### config.mk
export PLATFORM = sky130hd
export DESIGN_NAME = cx_exec_ctrl
export DESIGN_NICKNAME = d
export VERILOG_FILES = /design/src/cx_core_pkg.sv /design/src/cx_exec_ctrl.sv
export VERILOG_INCLUDE_DIRS = /design/src
export SDC_FILE = /design/constraint.sdc
export NUM_CORES = 1
export LEC_CHECK = 0
export BUFFER_PORTS_ARGS = -buffer_cell sky130_fd_sc_hd__buf_4
export CAP_MARGIN = 0
export CORE_MARGIN = 5
export CORE_UTILIZATION = 40
export DETAILED_ROUTE_END_ITERATION = 8
export HOLD_SLACK_MARGIN = 0.08
export PLACE_DENSITY = 0.73
export SETUP_SLACK_MARGIN = 0.4
export SLEW_MARGIN = 20
export SYNTH_ARGS = -nofsm -noshare
export SYNTH_HDL_FRONTEND = slang
export SYNTH_SLANG_ARGS = --single-unit
### constraint.sdc
create_clock -name clk_i -period 12 [get_ports clk_i]
set_input_delay 0 -clock clk_i [delete_from_list [all_inputs] [get_ports clk_i]]
set_output_delay 0 -clock clk_i [all_outputs]
set_load 0.05 [all_outputs]
### src/cx_core_macros.svh
// CX core shared constants
`ifndef CX_CORE_MACROS_SVH
`define CX_CORE_MACROS_SVH

// Datapath and register index widths
`define XLEN       32
`define REG_ADDR_W 5

// CX function is funct7 followed by funct3
`define CX_FUNC_W 10
`define CX_ID_W   2

// CX selector CSR and its field positions
`define CSR_CX_SEL         12'hBC0
`define CX_SEL_CXU_LSB     0
`define CX_SEL_STATE_LSB   8

// Major opcodes
`define OPC_OP      7'b0110011
`define OPC_OP_IMM  7'b0010011
`define OPC_LOAD    7'b0000011
`define OPC_STORE   7'b0100011
`define OPC_SYSTEM  7'b1110011
`define OPC_CUSTOM0 7'b0001011

`endif
### src/cx_core_pkg.sv
// CX core types
`include "cx_core_macros.svh"

package cx_core_pkg;

  // Instruction class after decode
  typedef enum logic [2:0] {
    OP_NOP,
    OP_ALU_R,
    OP_ALU_I,
    OP_LOAD,
    OP_STORE,
    OP_CSRRW,
    OP_CX
  } op_class_e;

  typedef enum logic [2:0] {
    ALU_ADD,
    ALU_SUB,
    ALU_AND,
    ALU_OR,
    ALU_XOR
  } alu_op_e;

  // Controller states
  typedef enum logic [2:0] {
    ST_IDLE,
    ST_FETCH,
    ST_EXEC,
    ST_MEM,
    ST_CX
  } core_state_e;

  // Decoded instruction
  typedef struct packed {
    op_class_e              op_class;
    alu_op_e                alu_op;
    logic [`REG_ADDR_W-1:0] rd;
    logic [`REG_ADDR_W-1:0] rs1;
    logic [`REG_ADDR_W-1:0] rs2;
    logic [`XLEN-1:0]       imm;
    logic [`CX_FUNC_W-1:0]  cx_func;
    logic [11:0]            csr;
  } exec_ctrl_t;

  // One data port access, always a whole word
  typedef struct packed {
    logic             we;
    logic [`XLEN-1:0] addr;
    logic [`XLEN-1:0] wdata;
  } mem_cmd_t;

  typedef struct packed {
    logic [`CX_ID_W-1:0]   cxu_id;
    logic [`CX_ID_W-1:0]   state_id;
    logic [`CX_FUNC_W-1:0] func;
    logic [`XLEN-1:0]      data0;
    logic [`XLEN-1:0]      data1;
  } cx_req_t;

endpackage

### src/cx_exec_ctrl.sv
// Core controller and ALU
`timescale 1ns/1ns
`include "cx_core_macros.svh"

module cx_exec_ctrl (
  input  logic                    clk_i,
  input  logic                    rst_ni,
  input  logic                    fetch_enable_i,
  // Fetch
  output logic                    fetch_start_o,
  input  logic                    fetch_done_i,
  input  cx_core_pkg::exec_ctrl_t ctrl_i,
  output logic                    retire_o,
  // Register file
  input  logic [`XLEN-1:0]        rs1_data_i,
  input  logic [`XLEN-1:0]        rs2_data_i,
  output logic                    rf_we_o,
  output logic [`REG_ADDR_W-1:0]  rf_waddr_o,
  output logic [`XLEN-1:0]        rf_wdata_o,
  // Load-store unit
  output logic                    mem_start_o,
  output cx_core_pkg::mem_cmd_t   mem_cmd_o,
  input  logic                    mem_done_i,
  input  logic [`XLEN-1:0]        mem_rdata_i,
  // CX port and selector CSR
  output logic                    cx_start_o,
  input  logic                    cx_done_i,
  input  logic [`XLEN-1:0]        cx_rdata_i,
  output logic                    csr_we_o,
  output logic [`XLEN-1:0]        csr_wdata_o,
  input  logic [`XLEN-1:0]        csr_rdata_i
);
  import cx_core_pkg::*;

  core_state_e      state_q;
  core_state_e      state_d;
  exec_ctrl_t       ctrl_q;
  logic             start_q;
  logic             in_exec;
  logic             single_cycle;
  logic             mem_end;
  logic             cx_end;
  logic [`XLEN-1:0] alu_b;
  logic [`XLEN-1:0] alu_res;

  ////////////////////////////////////////////////////////////////////////////
  // State machine
  ////////////////////////////////////////////////////////////////////////////

  always_comb begin
    state_d = state_q;
    case (state_q)
      ST_IDLE:  if (fetch_enable_i) state_d = ST_FETCH;
      ST_FETCH: if (fetch_done_i) state_d = ST_EXEC;
      ST_EXEC: begin
        if (ctrl_q.op_class == OP_LOAD || ctrl_q.op_class == OP_STORE) begin
          state_d = ST_MEM;
        end else if (ctrl_q.op_class == OP_CX) begin
          state_d = ST_CX;
        end else begin
          state_d = ST_FETCH;
        end
      end
      ST_MEM:   if (mem_done_i) state_d = ST_FETCH;
      ST_CX:    if (cx_done_i) state_d = ST_FETCH;
      default:  state_d = ST_IDLE;
    endcase
  end

  always_ff @(posedge clk_i, negedge rst_ni) begin
    if (!rst_ni) begin
      state_q <= ST_IDLE;
      start_q <= 1'b0;
    end else begin
      state_q <= state_d;
      // Fetch after enable or a multi-cycle completion starts one cycle late
      start_q <= (state_d == ST_FETCH) &&
                 (state_q == ST_IDLE || state_q == ST_MEM || state_q == ST_CX);
    end
  end

  always_ff @(posedge clk_i) begin
    if (fetch_done_i) begin
      ctrl_q <= ctrl_i;
    end
  end

  assign in_exec      = (state_q == ST_EXEC);
  assign single_cycle = (ctrl_q.op_class == OP_ALU_R) || (ctrl_q.op_class == OP_ALU_I) ||
                        (ctrl_q.op_class == OP_CSRRW) || (ctrl_q.op_class == OP_NOP);
  assign mem_end      = (state_q == ST_MEM) && mem_done_i;
  assign cx_end       = (state_q == ST_CX) && cx_done_i;

  assign fetch_start_o = start_q || (in_exec && single_cycle);
  assign retire_o      = (in_exec && single_cycle) || mem_end || cx_end;
  assign mem_start_o   = in_exec && (ctrl_q.op_class == OP_LOAD || ctrl_q.op_class == OP_STORE);
  assign cx_start_o    = in_exec && (ctrl_q.op_class == OP_CX);
  assign csr_we_o      = in_exec && (ctrl_q.op_class == OP_CSRRW);
  assign csr_wdata_o   = rs1_data_i;

  ////////////////////////////////////////////////////////////////////////////
  // ALU and writeback
  ////////////////////////////////////////////////////////////////////////////

  assign alu_b = (ctrl_q.op_class == OP_ALU_I) ? ctrl_q.imm : rs2_data_i;

  always_comb begin
    case (ctrl_q.alu_op)
      ALU_SUB: alu_res = rs1_data_i - alu_b;
      ALU_AND: alu_res = rs1_data_i & alu_b;
      ALU_OR:  alu_res = rs1_data_i | alu_b;
      ALU_XOR: alu_res = rs1_data_i ^ alu_b;
      default: alu_res = rs1_data_i + alu_b;
    endcase
  end

  assign mem_cmd_o.we    = (ctrl_q.op_class == OP_STORE);
  assign mem_cmd_o.addr  = rs1_data_i + ctrl_q.imm;
  assign mem_cmd_o.wdata = rs2_data_i;

  // CSRRW returns the old selector value
  always_comb begin
    case (ctrl_q.op_class)
      OP_LOAD:  rf_wdata_o = mem_rdata_i;
      OP_CX:    rf_wdata_o = cx_rdata_i;
      OP_CSRRW: rf_wdata_o = csr_rdata_i;
      default:  rf_wdata_o = alu_res;
    endcase
  end

  assign rf_we_o    = (in_exec && (ctrl_q.op_class == OP_ALU_R || ctrl_q.op_class == OP_ALU_I ||
                                   ctrl_q.op_class == OP_CSRRW)) ||
                      (mem_end && ctrl_q.op_class == OP_LOAD) || cx_end;
  assign rf_waddr_o = ctrl_q.rd;

endmodule

Yosys cells after proc, flatten, opt, wreduce, memory -nomap -nowiden
Index checks and enable logic that the tools add are counted.
{ "word_totals": {"word_cells": 59, "mem_bits_rw": 0, "romBits": 0, "memories": 0, "out_inout_bits": 140, "latchBits": 0, "register_bits": 47} }
{ "classes": {"multipliers": 0, "n_div": 0, "n_shift": 0, "n_reduce_logical": 22, "n_eq_ne": 15, "mux": 10, "n_bitwise": 3, "magnitude_cmp": 0, "n_addsub": 3} }
{ "ops": {"columns": ["op", "count"], "rows": [
  ["$pmux 32 s4", 1],
  ["$pmux 32 s3", 1],
  ["$add 32x32->32", 2],
  ["$and 32x32->32", 1],
  ["$mux 32", 1],
  ["$or 32x32->32", 1],
  ["$sub 32x32->32", 1],
  ["$xor 32x32->32", 1],
  ["$eq 3x2->1 const B", 6],
  ["$mux 3", 6],
  ["$eq 3x3->1 const B", 5],
  ["$pmux 3 s5", 1],
  ["$eq 3x1->1 const B", 4],
  ["$logic_or 1x1->1", 11],
  ["$logic_and 1x1->1", 9],
  ["$logic_not 3->1", 2]
]} }

Logic depth before layout (Yosys ltp)
Gate-level depths: netlist of the first run.
{ "logic_depth": {"ltp_word": 7, "mapped_depth": 21, "ltp_nobuf": 20} }

Worst setup path before layout of the first run
No wires, ideal clock.
{ "synth_timing": {"path_type": "reg2out", "from": "register ctrl_q[72] in the netlist's numbering", "to": "output rf_wdata_o[29]", "path_stages_with_launch": 17, "path_slack_ns": 6.044, "arrival_time_ns": 5.956, "required_ns": 12.000, "path_cell_list": "edfxtp_1 > nor3b_2 > buf_2 > buf_2 > buf_1 > buf_1 > o311ai_0 > xnor2_1 > ha_1 > a21oi_1 > o22a_1 > o41ai_2 > a211o_1 > a31o_4 > a221oi_4 > o31ai_1 > o311ai_0"} }
{ "synth_via": {"elab_chain_cells": 5} }
{ "synth_rtl": {"columns": ["item", "line", "text"], "rows": [
  ["start, declared", "cx_exec_ctrl.sv:37", "exec_ctrl_t ctrl_q;"],
  ["start signal, assigned", "cx_exec_ctrl.sv:84", "ctrl_q <= ctrl_i;"],
  ["$eq 3x2->1", "cx_exec_ctrl.sv:105", "assign alu_b = (ctrl_q.op_class == OP_ALU_I) ? ctrl_q.imm : rs2_data_i;"],
  ["$mux 32", "cx_exec_ctrl.sv:105", null],
  ["$add 32x32->32, or another cell as far along", "cx_exec_ctrl.sv:113", "default: alu_res = rs1_data_i + alu_b;"],
  ["$pmux 32 s4", "cx_exec_ctrl.sv:108", "case (ctrl_q.alu_op)"],
  ["$pmux 32 s3 *", "cx_exec_ctrl.sv:123", "case (ctrl_q.op_class)"],
  ["end, declared", "cx_exec_ctrl.sv:19", "output logic [`XLEN-1:0] rf_wdata_o,"]
]} }
Mark *: on every way between the ends. The rest lies on a longest branch, timed or not.

Worst setup path in the final report of the first run
{ "layout_timing": {"from": "register ctrl_q[72] in the netlist's numbering", "to": "output rf_wdata_o[27]"} }
The elaborated chain is that of the path after synthesis.

==> run summary, run 1 <==
Status - finished, final reports clean
FMAX - 169.7 MHz
WHS - 0.1805 ns
Relative slew margins - 32.63%
Vias in the first global route - 9792
Switching Fraction - 53.98%
Storage element area - 1391 sq um
CP cell instances - nor3b_4 -> buf_4 -> mux2_2 -> a21oi_1 -> nand2_1 -> a21oi_1 -> o21ai_0 -> nor2_1 -> nor2_1 -> xnor2_1 -> ha_1 -> a21oi_1 -> o21bai_1 -> a21o_1 -> a21oi_1 -> nor2b_1 -> o21ai_0 -> o31ai_1 -> a21oi_1 -> o311ai_1 -> a221oi_2 -> buf_4
Synth cell count leaders - ha_1, a21oi_1, inv_1
Post_cts resized - 0
Ranking of synthesized cells by area - ha_1, edfxtp_1, xnor2_1
Clk pwr share - 11.0%
Power density cells - 118.1 nW/um^2
Worst reg-to-reg setup slack - 9.81 ns
Req. time, crit path - 12.00 ns
Worst slew pin tran - 1.008 ns
Synthesized flop and latch total - 47
Share of post-route cells with drive strength above 1 - 27.13%
Clk_lat worst skew - 0.31 ns
RSZ-0062 raised after global routing - false
Via count - 9653
CTS tree - done
Starting Density - 40.85%
DIE HEIGHT - 159.5 um
Internal power - 648.7 uW
YS warnings - 0
Fill count - 2096
All-Layer GR Usage - 25.59%
Cell mode on critical path - a21oi_1
Min Tclk post-route - 5.894 ns
Core area - 21890 sq um
Syn Area/Cell - 7.893 sq um
Total CTS buffers - 5
Post-route cell area - 11930 sq um
Distinct cells, synth - 70
Post-Syn Area - 8942 sq um
Tightest Hold Check Type - primary input to flip-flop
Drt total wl - 34.09 mm
CTS Root Cell - clkbuf_16
CP arrival - 5.89 ns
CTS H-tree lvls - 2
# DRC - 0
Longest Clk Path Bufs - 2
Critical-path top delay cell - edfxtp_1
Nets@finish - 1796
Seq/Total Area, Yosys - 15.56%
Placer Congestion - 0.9252
Antenna violations before repair - 0
Setup violators final - 0
Synthesized Nets - 1500
Initial DRC Count - 647
Port Buffer Count - 348
Routed Antenna Nets - 0
Worst-path maximum fanout - 20
Max cap viols - 0
Antenna cell count - 0
CTS sink cnt - 47
Largest delay share family, worst path - compound AO/OA/AOI/OAI gates
First-pass GRT wire length - 52.75 mm
Post-DP HPWL - 26.70 mm
Largest net degree at the start of global routing - 60
Clk_skew - 0.009849 ns
Slew Viols, Final - 0
Most common cell in the netlist - ha_1
Hold Violations, Final - 0
Static Leak - 5.715 nW
Setup TNS - 0 ns
Critical Path Source Type - flip-flop
Hold-fix buffers at CTS - 47
Switching pwr - 760.9 uW
CP Class - flip-flop to output port
Worst-case vdd ir drop - 0.05822 mV
Area grow syn2layout - 33.44%
Comb pwr share - 73.5%
Buffers inserted by post-CTS timing repair - 0
CP peak stage delay - 0.75 ns
Multi-input gate area - 6520 sq um
Synth top area share - 17.35%
1st-pass router iterations - 6
Reg clk slew, reported paths - 0.08 ns
Crit path capture type - output port
Final period util - 49.12%
Post-synth top area cell - ha_1
WP buf/inv - 2
Routed wire per std cell - 19.93 um
Number of enable flip-flop cells after synthesis - 43
Die area - 25450 sq um
FFs w/ async S/R, synth - 8.511%
Die X - 159.5 um
Rows - 54
Reg power frac - 15.6%
Placed cell area - 11320 sq um
Total power - 1.410 mW
Via density - 5.645
Main synth FF type - edfxtp_1
Ports - 381
Gr ovfl total - 0
Syn Inst Count - 1133
[layer usage]
metal | GRT usage, % | wire length, um | part of all wire (%)
met1 | 31.53 | 13780 | 40
met2 | 45.07 | 16800 | 49
met3 | 5.436 | 2740 | 8.0
met4 | 6.979 | 767 | 2.3
met5 | 0 | 0 | 0
[layout by cell type, fill, tap and decap left out, drive strengths merged, types with 6 or more instances in the layout]
cell type | synthesis | layout
a211oi | 8 | 8
a21o | 36 | 36
a21oi | 102 | 102
a221o | 8 | 8
a221oi | 17 | 17
a222oi | 7 | 7
a22o | 28 | 28
a22oi | 15 | 15
a31oi | 9 | 9
and3 | 6 | 6
buf | 80 | 360
clkbuf | 38 | 6
dlygate4sd3 | 0 | 47
edfxtp | 43 | 43
ha | 124 | 124
inv | 94 | 95
mux2i | 42 | 42
nand2 | 57 | 57
nand2b | 10 | 10
nand3 | 15 | 15
nand4 | 13 | 13
nor2 | 85 | 85
nor2b | 7 | 7
nor3 | 22 | 22
o21ai | 65 | 65
o21bai | 16 | 16
o221ai | 11 | 11
o22ai | 8 | 8
o31ai | 10 | 10
or3 | 6 | 6
or4 | 6 | 6
xnor2 | 68 | 68
xor2 | 17 | 17
[worst register-to-register path, delay by kind of cell (launching register included)]
| family | cells | cell delay (ns) |
|---|---|---|
| simple gates | 2 | 0.87 |
| flops | 1 | 0.75 |
| buf+inv | 1 | 0.39 |
| compound gates | 1 | 0.12 |
[cell type report]
cell class	instances	share of cell area, %
multi-input cells	874	54.64
repair buffers	407	26.59
clock inverters	2	0.1363
flip-flops and latches	47	11.66
well taps	280	2.936
inverters	94	2.957
clock buffers	6	1.080
[sequential cells by signal, indices dropped and copies added, names as in the netlist]
signal	cells
ctrl_q	38
rf_waddr_o	5
state_q	3
start_q	1
[power by group through the flow]
stage | clock network, mW | logic (mW) | registers (mW)
after detailed placement | 0 | 1.02 | 0.223
after global routing | 0.162 | 1.11 | 0.222
after floorplan | 0 | 0.722 | 0.212
after global placement | 0 | 1.01 | 0.223
after CTS | 0.159 | 1.04 | 0.219
final | 0.155 | 1.04 | 0.220
[per-stage QoR]
stage               utilization, %  std cells  worst slack, ns
floorplan                        -       1133            6.044
global placement             51.70       1655            6.585
detailed placement           51.70       1655            6.563
CTS                          54.51       1710            6.189
global route                 54.51       1710            5.631
finish                       54.51       1710            6.106
[cells by family after synthesis]
logic type / Yosys count / synth area share (%)
multiplexers: 43 / 4.827
adder cells (fa/ha/maj): 126 / 17.80
AND/OR/NAND/NOR: 248 / 13.22
flip-flops: 47 / 15.56
XOR/XNOR: 85 / 8.325
buffers and inverters: 212 / 11.82
AO/OA/AOI/OAI: 372 / 28.45
[final timing paths]
check                                from             end  cells after the start
setup / recovery               ctrl_q[72]  rf_wdata_o[27]                     22
hold / removal             fetch_enable_i      state_q[0]                      6
setup reg to reg               ctrl_q[72]      state_q[2]                      4
max in group asynchronous          rst_ni      state_q[2]                      3
min in group asynchronous          rst_ni      state_q[0]                      3
hold reg to reg                state_q[2]      state_q[0]                      2
Power figures use the tool's default switching activity.
==> inputs of run 2 (changes only) <==
--- a/config.mk
+++ b/config.mk
@@ -6,13 +6,14 @@
 export SDC_FILE = /design/constraint.sdc
 export NUM_CORES = 1
 export LEC_CHECK = 0
+export ABC_AREA = 1
 export BUFFER_PORTS_ARGS = -buffer_cell sky130_fd_sc_hd__buf_4
 export CAP_MARGIN = 0
 export CORE_MARGIN = 5
 export CORE_UTILIZATION = 40
 export DETAILED_ROUTE_END_ITERATION = 8
 export HOLD_SLACK_MARGIN = 0.08
-export PLACE_DENSITY = 0.73
+export PLACE_DENSITY = 0.75
 export SETUP_SLACK_MARGIN = 0.4
 export SLEW_MARGIN = 20
 export SYNTH_ARGS = -nofsm -noshare
==> constraint.sdc (replaced) <==
create_clock -name clk_i -period 5.23 [get_ports clk_i]
set_input_delay 0 -clock clk_i [delete_from_list [all_inputs] [get_ports clk_i]]
set_output_delay 0 -clock clk_i [all_outputs]
set_load 0.05 [all_outputs]
==> run summary, run 2 <==
Via density - 5.178
Routed wire per std cell - 17.54 um
1st-pass router iterations - 5
Internal power - 1.426 mW
Post-DP HPWL - 30.21 mm
Main synth FF type - edfxtp_1
Tightest Hold Check Type - primary input to flip-flop
Nets@finish - 2152
Ports - 381
Final period util - 87.27%
Cell mode on critical path - nand2_1
Placed Cells incl. Taps - 2037
Gr ovfl total - 0
Clk_lat worst skew - 0.30 ns
Synthesized Nets - 1832
Switching pwr - 1.819 mW
Syn Area/Cell - 6.546 sq um
RSZ-0062 raised after global routing - true
CP arrival - 4.56 ns
First-pass GRT wire length - 55.28 mm
Largest register FFs - 38
# DRC - 0
Worst-path maximum fanout - 7
Ranking of synthesized cells by area - ha_1, nand2_1, edfxtp_1
Comb pwr share - 74.9%
Crit path capture type - output port
Routed Antenna Nets - 0
Critical-path top delay cell - edfxtp_1
Min Tclk post-route - 4.564 ns
Post-synthesis mux area share - 0%
Post-Syn Area - 9590 sq um
Synth Area in Compound Gates - 18.45%
Total CTS buffers - 5
YS warnings - 0
Max cap viols - 0
Synth top area share - 16.18%
DIE HEIGHT - 164.8 um
Most frequent cells in the layout - buf_4, nand2_1, inv_1
Slew Viols, Final - 0
Share of post-route cells with drive strength above 1 - 24.58%
Status - finished, final reports clean
WHS - 0.2479 ns
Most common cell in the netlist - nand2_1
CTS tree - done
Post-Synth Simple-Gate Area - 28.34%
CP peak stage delay - 0.51 ns
Syn Inst Count - 1465
Reg clk slew, reported paths - 0.07 ns
Placer Congestion - 0.9634
CTS H-tree lvls - 2
Number of enable flip-flop cells after synthesis - 43
Most flops, register - ctrl_q
CP Class - flip-flop to output port
Vias in the first global route - 10700
Port Buffer Count - 348
Power density cells - 254.9 nW/um^2
Seq/Total Area, Yosys - 14.51%
Initial DRC Count - 725
Adder-Cell Fraction of Synth Area - 16.59%
Largest net degree at the start of global routing - 46
Combinational family with the most area after synthesis - simple AND/OR/NAND/NOR gates
Synthesized flop and latch total - 47
Post-Layout Cell Count - 2105
Clk pwr share - 10.3%
Req. time, crit path - 5.23 ns
Via count - 10900
CTS sink cnt - 47
Drt total wl - 36.92 mm
Longest Clk Path Bufs - 2
Largest delay share family, worst path - simple AND/OR/NAND/NOR gates
Rows - 56
Setup TNS - 0 ns
Switching Fraction - 56.05%
Setup violators final - 0
Area grow syn2layout - 32.69%
Xor/xnor share of the synthesized area - 6.393%
Hold Violations, Final - 0
Most common cell after layout, fill and taps aside - buf_4
Critical Path Source Type - flip-flop
Reg power frac - 14.8%
WP buf/inv - 4
FFs w/ async S/R, synth - 8.511%
Relative slew margins - 26.82%
Die X - 164.8 um
Antenna cell count - 0
FMAX - 219.1 MHz
Distinct cells, synth - 53
All-Layer GR Usage - 25.63%
Worst-case vdd ir drop - 0.3877 mV
Starting Density - 40.74%
Worst slew pin tran - 1.097 ns
Clk_skew - 0.009117 ns
CTS Root Cell - clkbuf_16
Core area - 23540 sq um
Synth cell count leaders - nand2_1, inv_1, ha_1
Antenna violations before repair - 0
Die area - 27170 sq um
Static Leak - 6.765 nW
Post-synth top area cell - ha_1
==> run 2: cell types whose count changed in the layout (fill, tap and decap cells not counted), moves of 13 or more <==
cell,previous run,this run
xnor2_1,68,8
a22o_1,28,15
a22oi_1,15,0
xor2_1,17,62
a21o_1,36,11
nand2_1,57,350
nor2_1,82,107
nand2_2,0,21
nand3_1,15,57
nand3b_1,2,18
inv_1,94,206
mux2i_1,42,0
==> run 2: per-layer routing <==
| layer | wire length (um) | up-vias | track usage, % |
|---|---|---|---|
| met5 | 0 | - | 0 |
| met4 | 733 | 0 | 6.276 |
| met3 | 3071 | 42 | 3.893 |
| met2 | 17130 | 446 | 44.17 |
| met1 | 15990 | 4995 | 33.62 |
| li1 | - | 5416 | - |
==> run 2: final timing paths <==
kind,startpoint,end,slack (ns),depth (start not counted)
min in group asynchronous,rst_ni,state_q[2],0.59,3
max in group asynchronous,rst_ni,start_q,4.46,3
max,ctrl_q[73],rf_wdata_o[23],0.67,27
min reg2reg,state_q[2],state_q[2],0.64,2
min,fetch_done_i,ctrl_q[52],0.25,1
max reg2reg,ctrl_q[74],start_q,3.28,10
==> run 2: cells by family (layout without fill, tap and decap cells) <==
kind of cell | Yosys count | after routing
adder cells (fa/ha/maj) | 126 | 126
XOR/XNOR | 70 | 70
AND/OR/NAND/NOR | 618 | 618
AO/OA/AOI/OAI | 287 | 287
flip-flops | 47 | 47
buffers and inverters | 317 | 638
==> run 2: what timing repair did <==
item	4_1_cts	5_1_grt
endpoints found under the setup margin	0	12
hold endpoints to repair	50	0
hold buffers	48	0
gates resized for setup	0	4
buffers inserted	0	12
==> run 2: power by group through the flow <==
stage          combinational [mW]  sequential [mW]  clock [mW]
5_1_grt                      2.63            0.485       0.352
3_3_place_gp                 2.35            0.487           0
2_1_floorplan                1.65            0.477           0
4_1_cts                      2.41            0.480       0.341
3_5_place_dp                 2.37            0.488           0
6_report                     2.43            0.480       0.334
==> run 2: final cells by class <==
| class | instances | area, sq um |
|---|---|---|
| clock buffers | 6 | 128.9 |
| clock inverters | 2 | 16.27 |
| fillers | 2332 | 10820 |
| inverters | 212 | 795.8 |
| multi-input cells | 1101 | 6720 |
| flip-flops and latches | 47 | 1391 |
| well taps | 319 | 399.1 |
| repair buffers | 418 | 3274 |
==> run 2: per-stage QoR <==
stage               total power, mW  util [%]  setup slack [ns]  cell area (sq um)
floorplan                     2.131         -             1.134               9590
global placement              2.832     50.92            0.9221              11990
detailed placement            2.854     50.92            0.8571              11990
CTS                           3.227     53.58            0.5152              12610
global route                  3.464     54.06            0.2885              12730
finish                        3.244     54.06            0.6658              12730
==> inputs of run 3 (changes only) <==
--- a/config.mk
+++ b/config.mk
@@ -6,14 +6,14 @@
 export SDC_FILE = /design/constraint.sdc
 export NUM_CORES = 1
 export LEC_CHECK = 0
-export ABC_AREA = 1
+export ABC_AREA = 0
 export BUFFER_PORTS_ARGS = -buffer_cell sky130_fd_sc_hd__buf_4
 export CAP_MARGIN = 0
 export CORE_MARGIN = 5
 export CORE_UTILIZATION = 40
 export DETAILED_ROUTE_END_ITERATION = 8
 export HOLD_SLACK_MARGIN = 0.08
-export PLACE_DENSITY = 0.75
+export PLACE_DENSITY = 0.76
 export SETUP_SLACK_MARGIN = 0.4
 export SLEW_MARGIN = 20
 export SYNTH_ARGS = -nofsm -noshare
==> run summary, run 3 (synthesized netlist as in run 1, its figures left out) <==
Status - finished, final reports clean
CP cell instances - nor3b_4 -> buf_4 -> buf_6 -> mux2i_4 -> inv_2 -> nor2_2 -> nor2_1 -> xnor2_1 -> ha_1 -> a21oi_2 -> o22a_1 -> o41ai_4 -> a211o_1 -> a31o_4 -> a221oi_4 -> buf_6 -> o21ai_2 -> a311oi_2 -> xnor2_1 -> o21ai_2 -> buf_6
Slew Viols, Final - 0
Worst reg-to-reg setup slack - 3.23 ns
WP buf/inv - 5
Static Leak - 5.959 nW
Core area - 21890 sq um
CTS sink cnt - 47
Area grow syn2layout - 40.54%
Req. time, crit path - 5.23 ns
Power density cells - 269.8 nW/um^2
Total CTS buffers - 5
Fin worst setup slack - 0.4229 ns
1st-pass router iterations - 6
Max cap viols - 0
CP Class - flip-flop to output port
Initial DRC Count - 857
Drt total wl - 36.35 mm
# DRC - 0
Most common cell after layout, fill and taps aside - buf_4
Worst slew pin tran - 0.9974 ns
Gr ovfl total - 0
CTS tree - done
Routed wire per std cell - 20.83 um
Largest net degree at the start of global routing - 46
Post-DP HPWL - 27.86 mm
Most flops, register - ctrl_q
Final period util - 91.91%
Setup TNS - 0 ns
Die area - 25450 sq um
FMAX - 208.0 MHz
Starting Density - 40.85%
Most frequent cells in the layout - buf_4, ha_1, inv_1
Routed Antenna Nets - 0
CTS Root Cell - clkbuf_16
Placed Cells incl. Taps - 1663
Hold Violations, Final - 0
Nets@finish - 1830
Finished Core Util - 57.41%
CTS H-tree lvls - 2
Largest delay share family, worst path - compound AO/OA/AOI/OAI gates
Crit path capture type - output port
DIE HEIGHT - 159.5 um
Post-Layout Cell Count - 1745
Clk_lat worst skew - 0.32 ns
Tightest Hold Check Type - primary input to flip-flop
Port Buffer Count - 348
Met3 Wirelength - 2.777 mm
Worst-case vdd ir drop - 0.1772 mV
Via count - 9976
Placed cell area - 11410 sq um
WL met2 - 17.89 mm
Vias in the first global route - 10100
Die X - 159.5 um
Cell mode on critical path - buf_6
Relative slew margins - 33.51%
Post-route cell area - 12570 sq um
Largest register FFs - 38
CP arrival - 4.81 ns
First-pass GRT wire length - 54.83 mm
Worst-path maximum fanout - 5
CP peak stage delay - 0.46 ns
Top layer in use - met4
Critical-path top delay cell - edfxtp_1
Rows - 54
Via density - 5.717
Total power - 3.391 mW
WHS - 0.1917 ns
Reg clk slew, reported paths - 0.08 ns
Longest Clk Path Bufs - 2
Wl on met1 - 14.55 mm
Antenna violations before repair - 1
All-Layer GR Usage - 26.55%
Share of post-route cells with drive strength above 1 - 32.31%
DP Worst Slack - 0.2377 ns
Ports - 381
Placer Congestion - 0.9474
Critical Path Source Type - flip-flop
Clk_skew - 0.008093 ns
Setup violators final - 0
RSZ-0062 raised after global routing - true
Min Tclk post-route - 4.807 ns
run 3: worst paths after layout:
kind / start / end / depth (start not counted)
max in group asynchronous: rst_ni / state_q[0] / 3
min: fetch_enable_i / state_q[0] / 6
min in group asynchronous: rst_ni / start_q / 3
min reg2reg: state_q[1] / state_q[2] / 3
max: ctrl_q[74] / rf_wdata_o[31] / 21
max reg2reg: ctrl_q[72] / state_q[2] / 6
run 3: routing by layer:
metal / GRT usage, % / up-vias
met5: 0 / -
met4: 8.569 / 0
met3: 4.504 / 76
met2: 47.08 / 477
met1: 32.61 / 4678
li1: - / 4745
run 3: report_power, final:
part	internal, mW	switching, mW	leakage, nW
sequential	0.453	0.0488	0.472
clock	0.180	0.177	0.0675
combinational	0.934	1.60	5.42
run 3: what timing repair did:
item / 4_1_cts / 5_1_grt
hold endpoints to repair: 50 / 0
setup buffers: 8 / 18
resized for setup: 23 / 61
hold buffers: 47 / 0
pin swaps: 8 / 29
endpoints found under the setup margin: 13 / 13
run 3: layout make-up:
cell class	instances	area [sq um]
clock inverter	2	16.27
multi-input combinational	874	6847
fill	1970	9324
sequential	47	1391
timing repair buffer	441	3478
antenna	1	2.502
clock buffer	6	128.9
tap	280	350.3
inverter	94	352.8
run 3: worst min-delay path: cells and delay by family:
kind	cells	cell delay (ns)
AND/OR/NAND/NOR	3	0.15
AO/OA/AOI/OAI	2	0.24
buffers and inverters	1	0.08
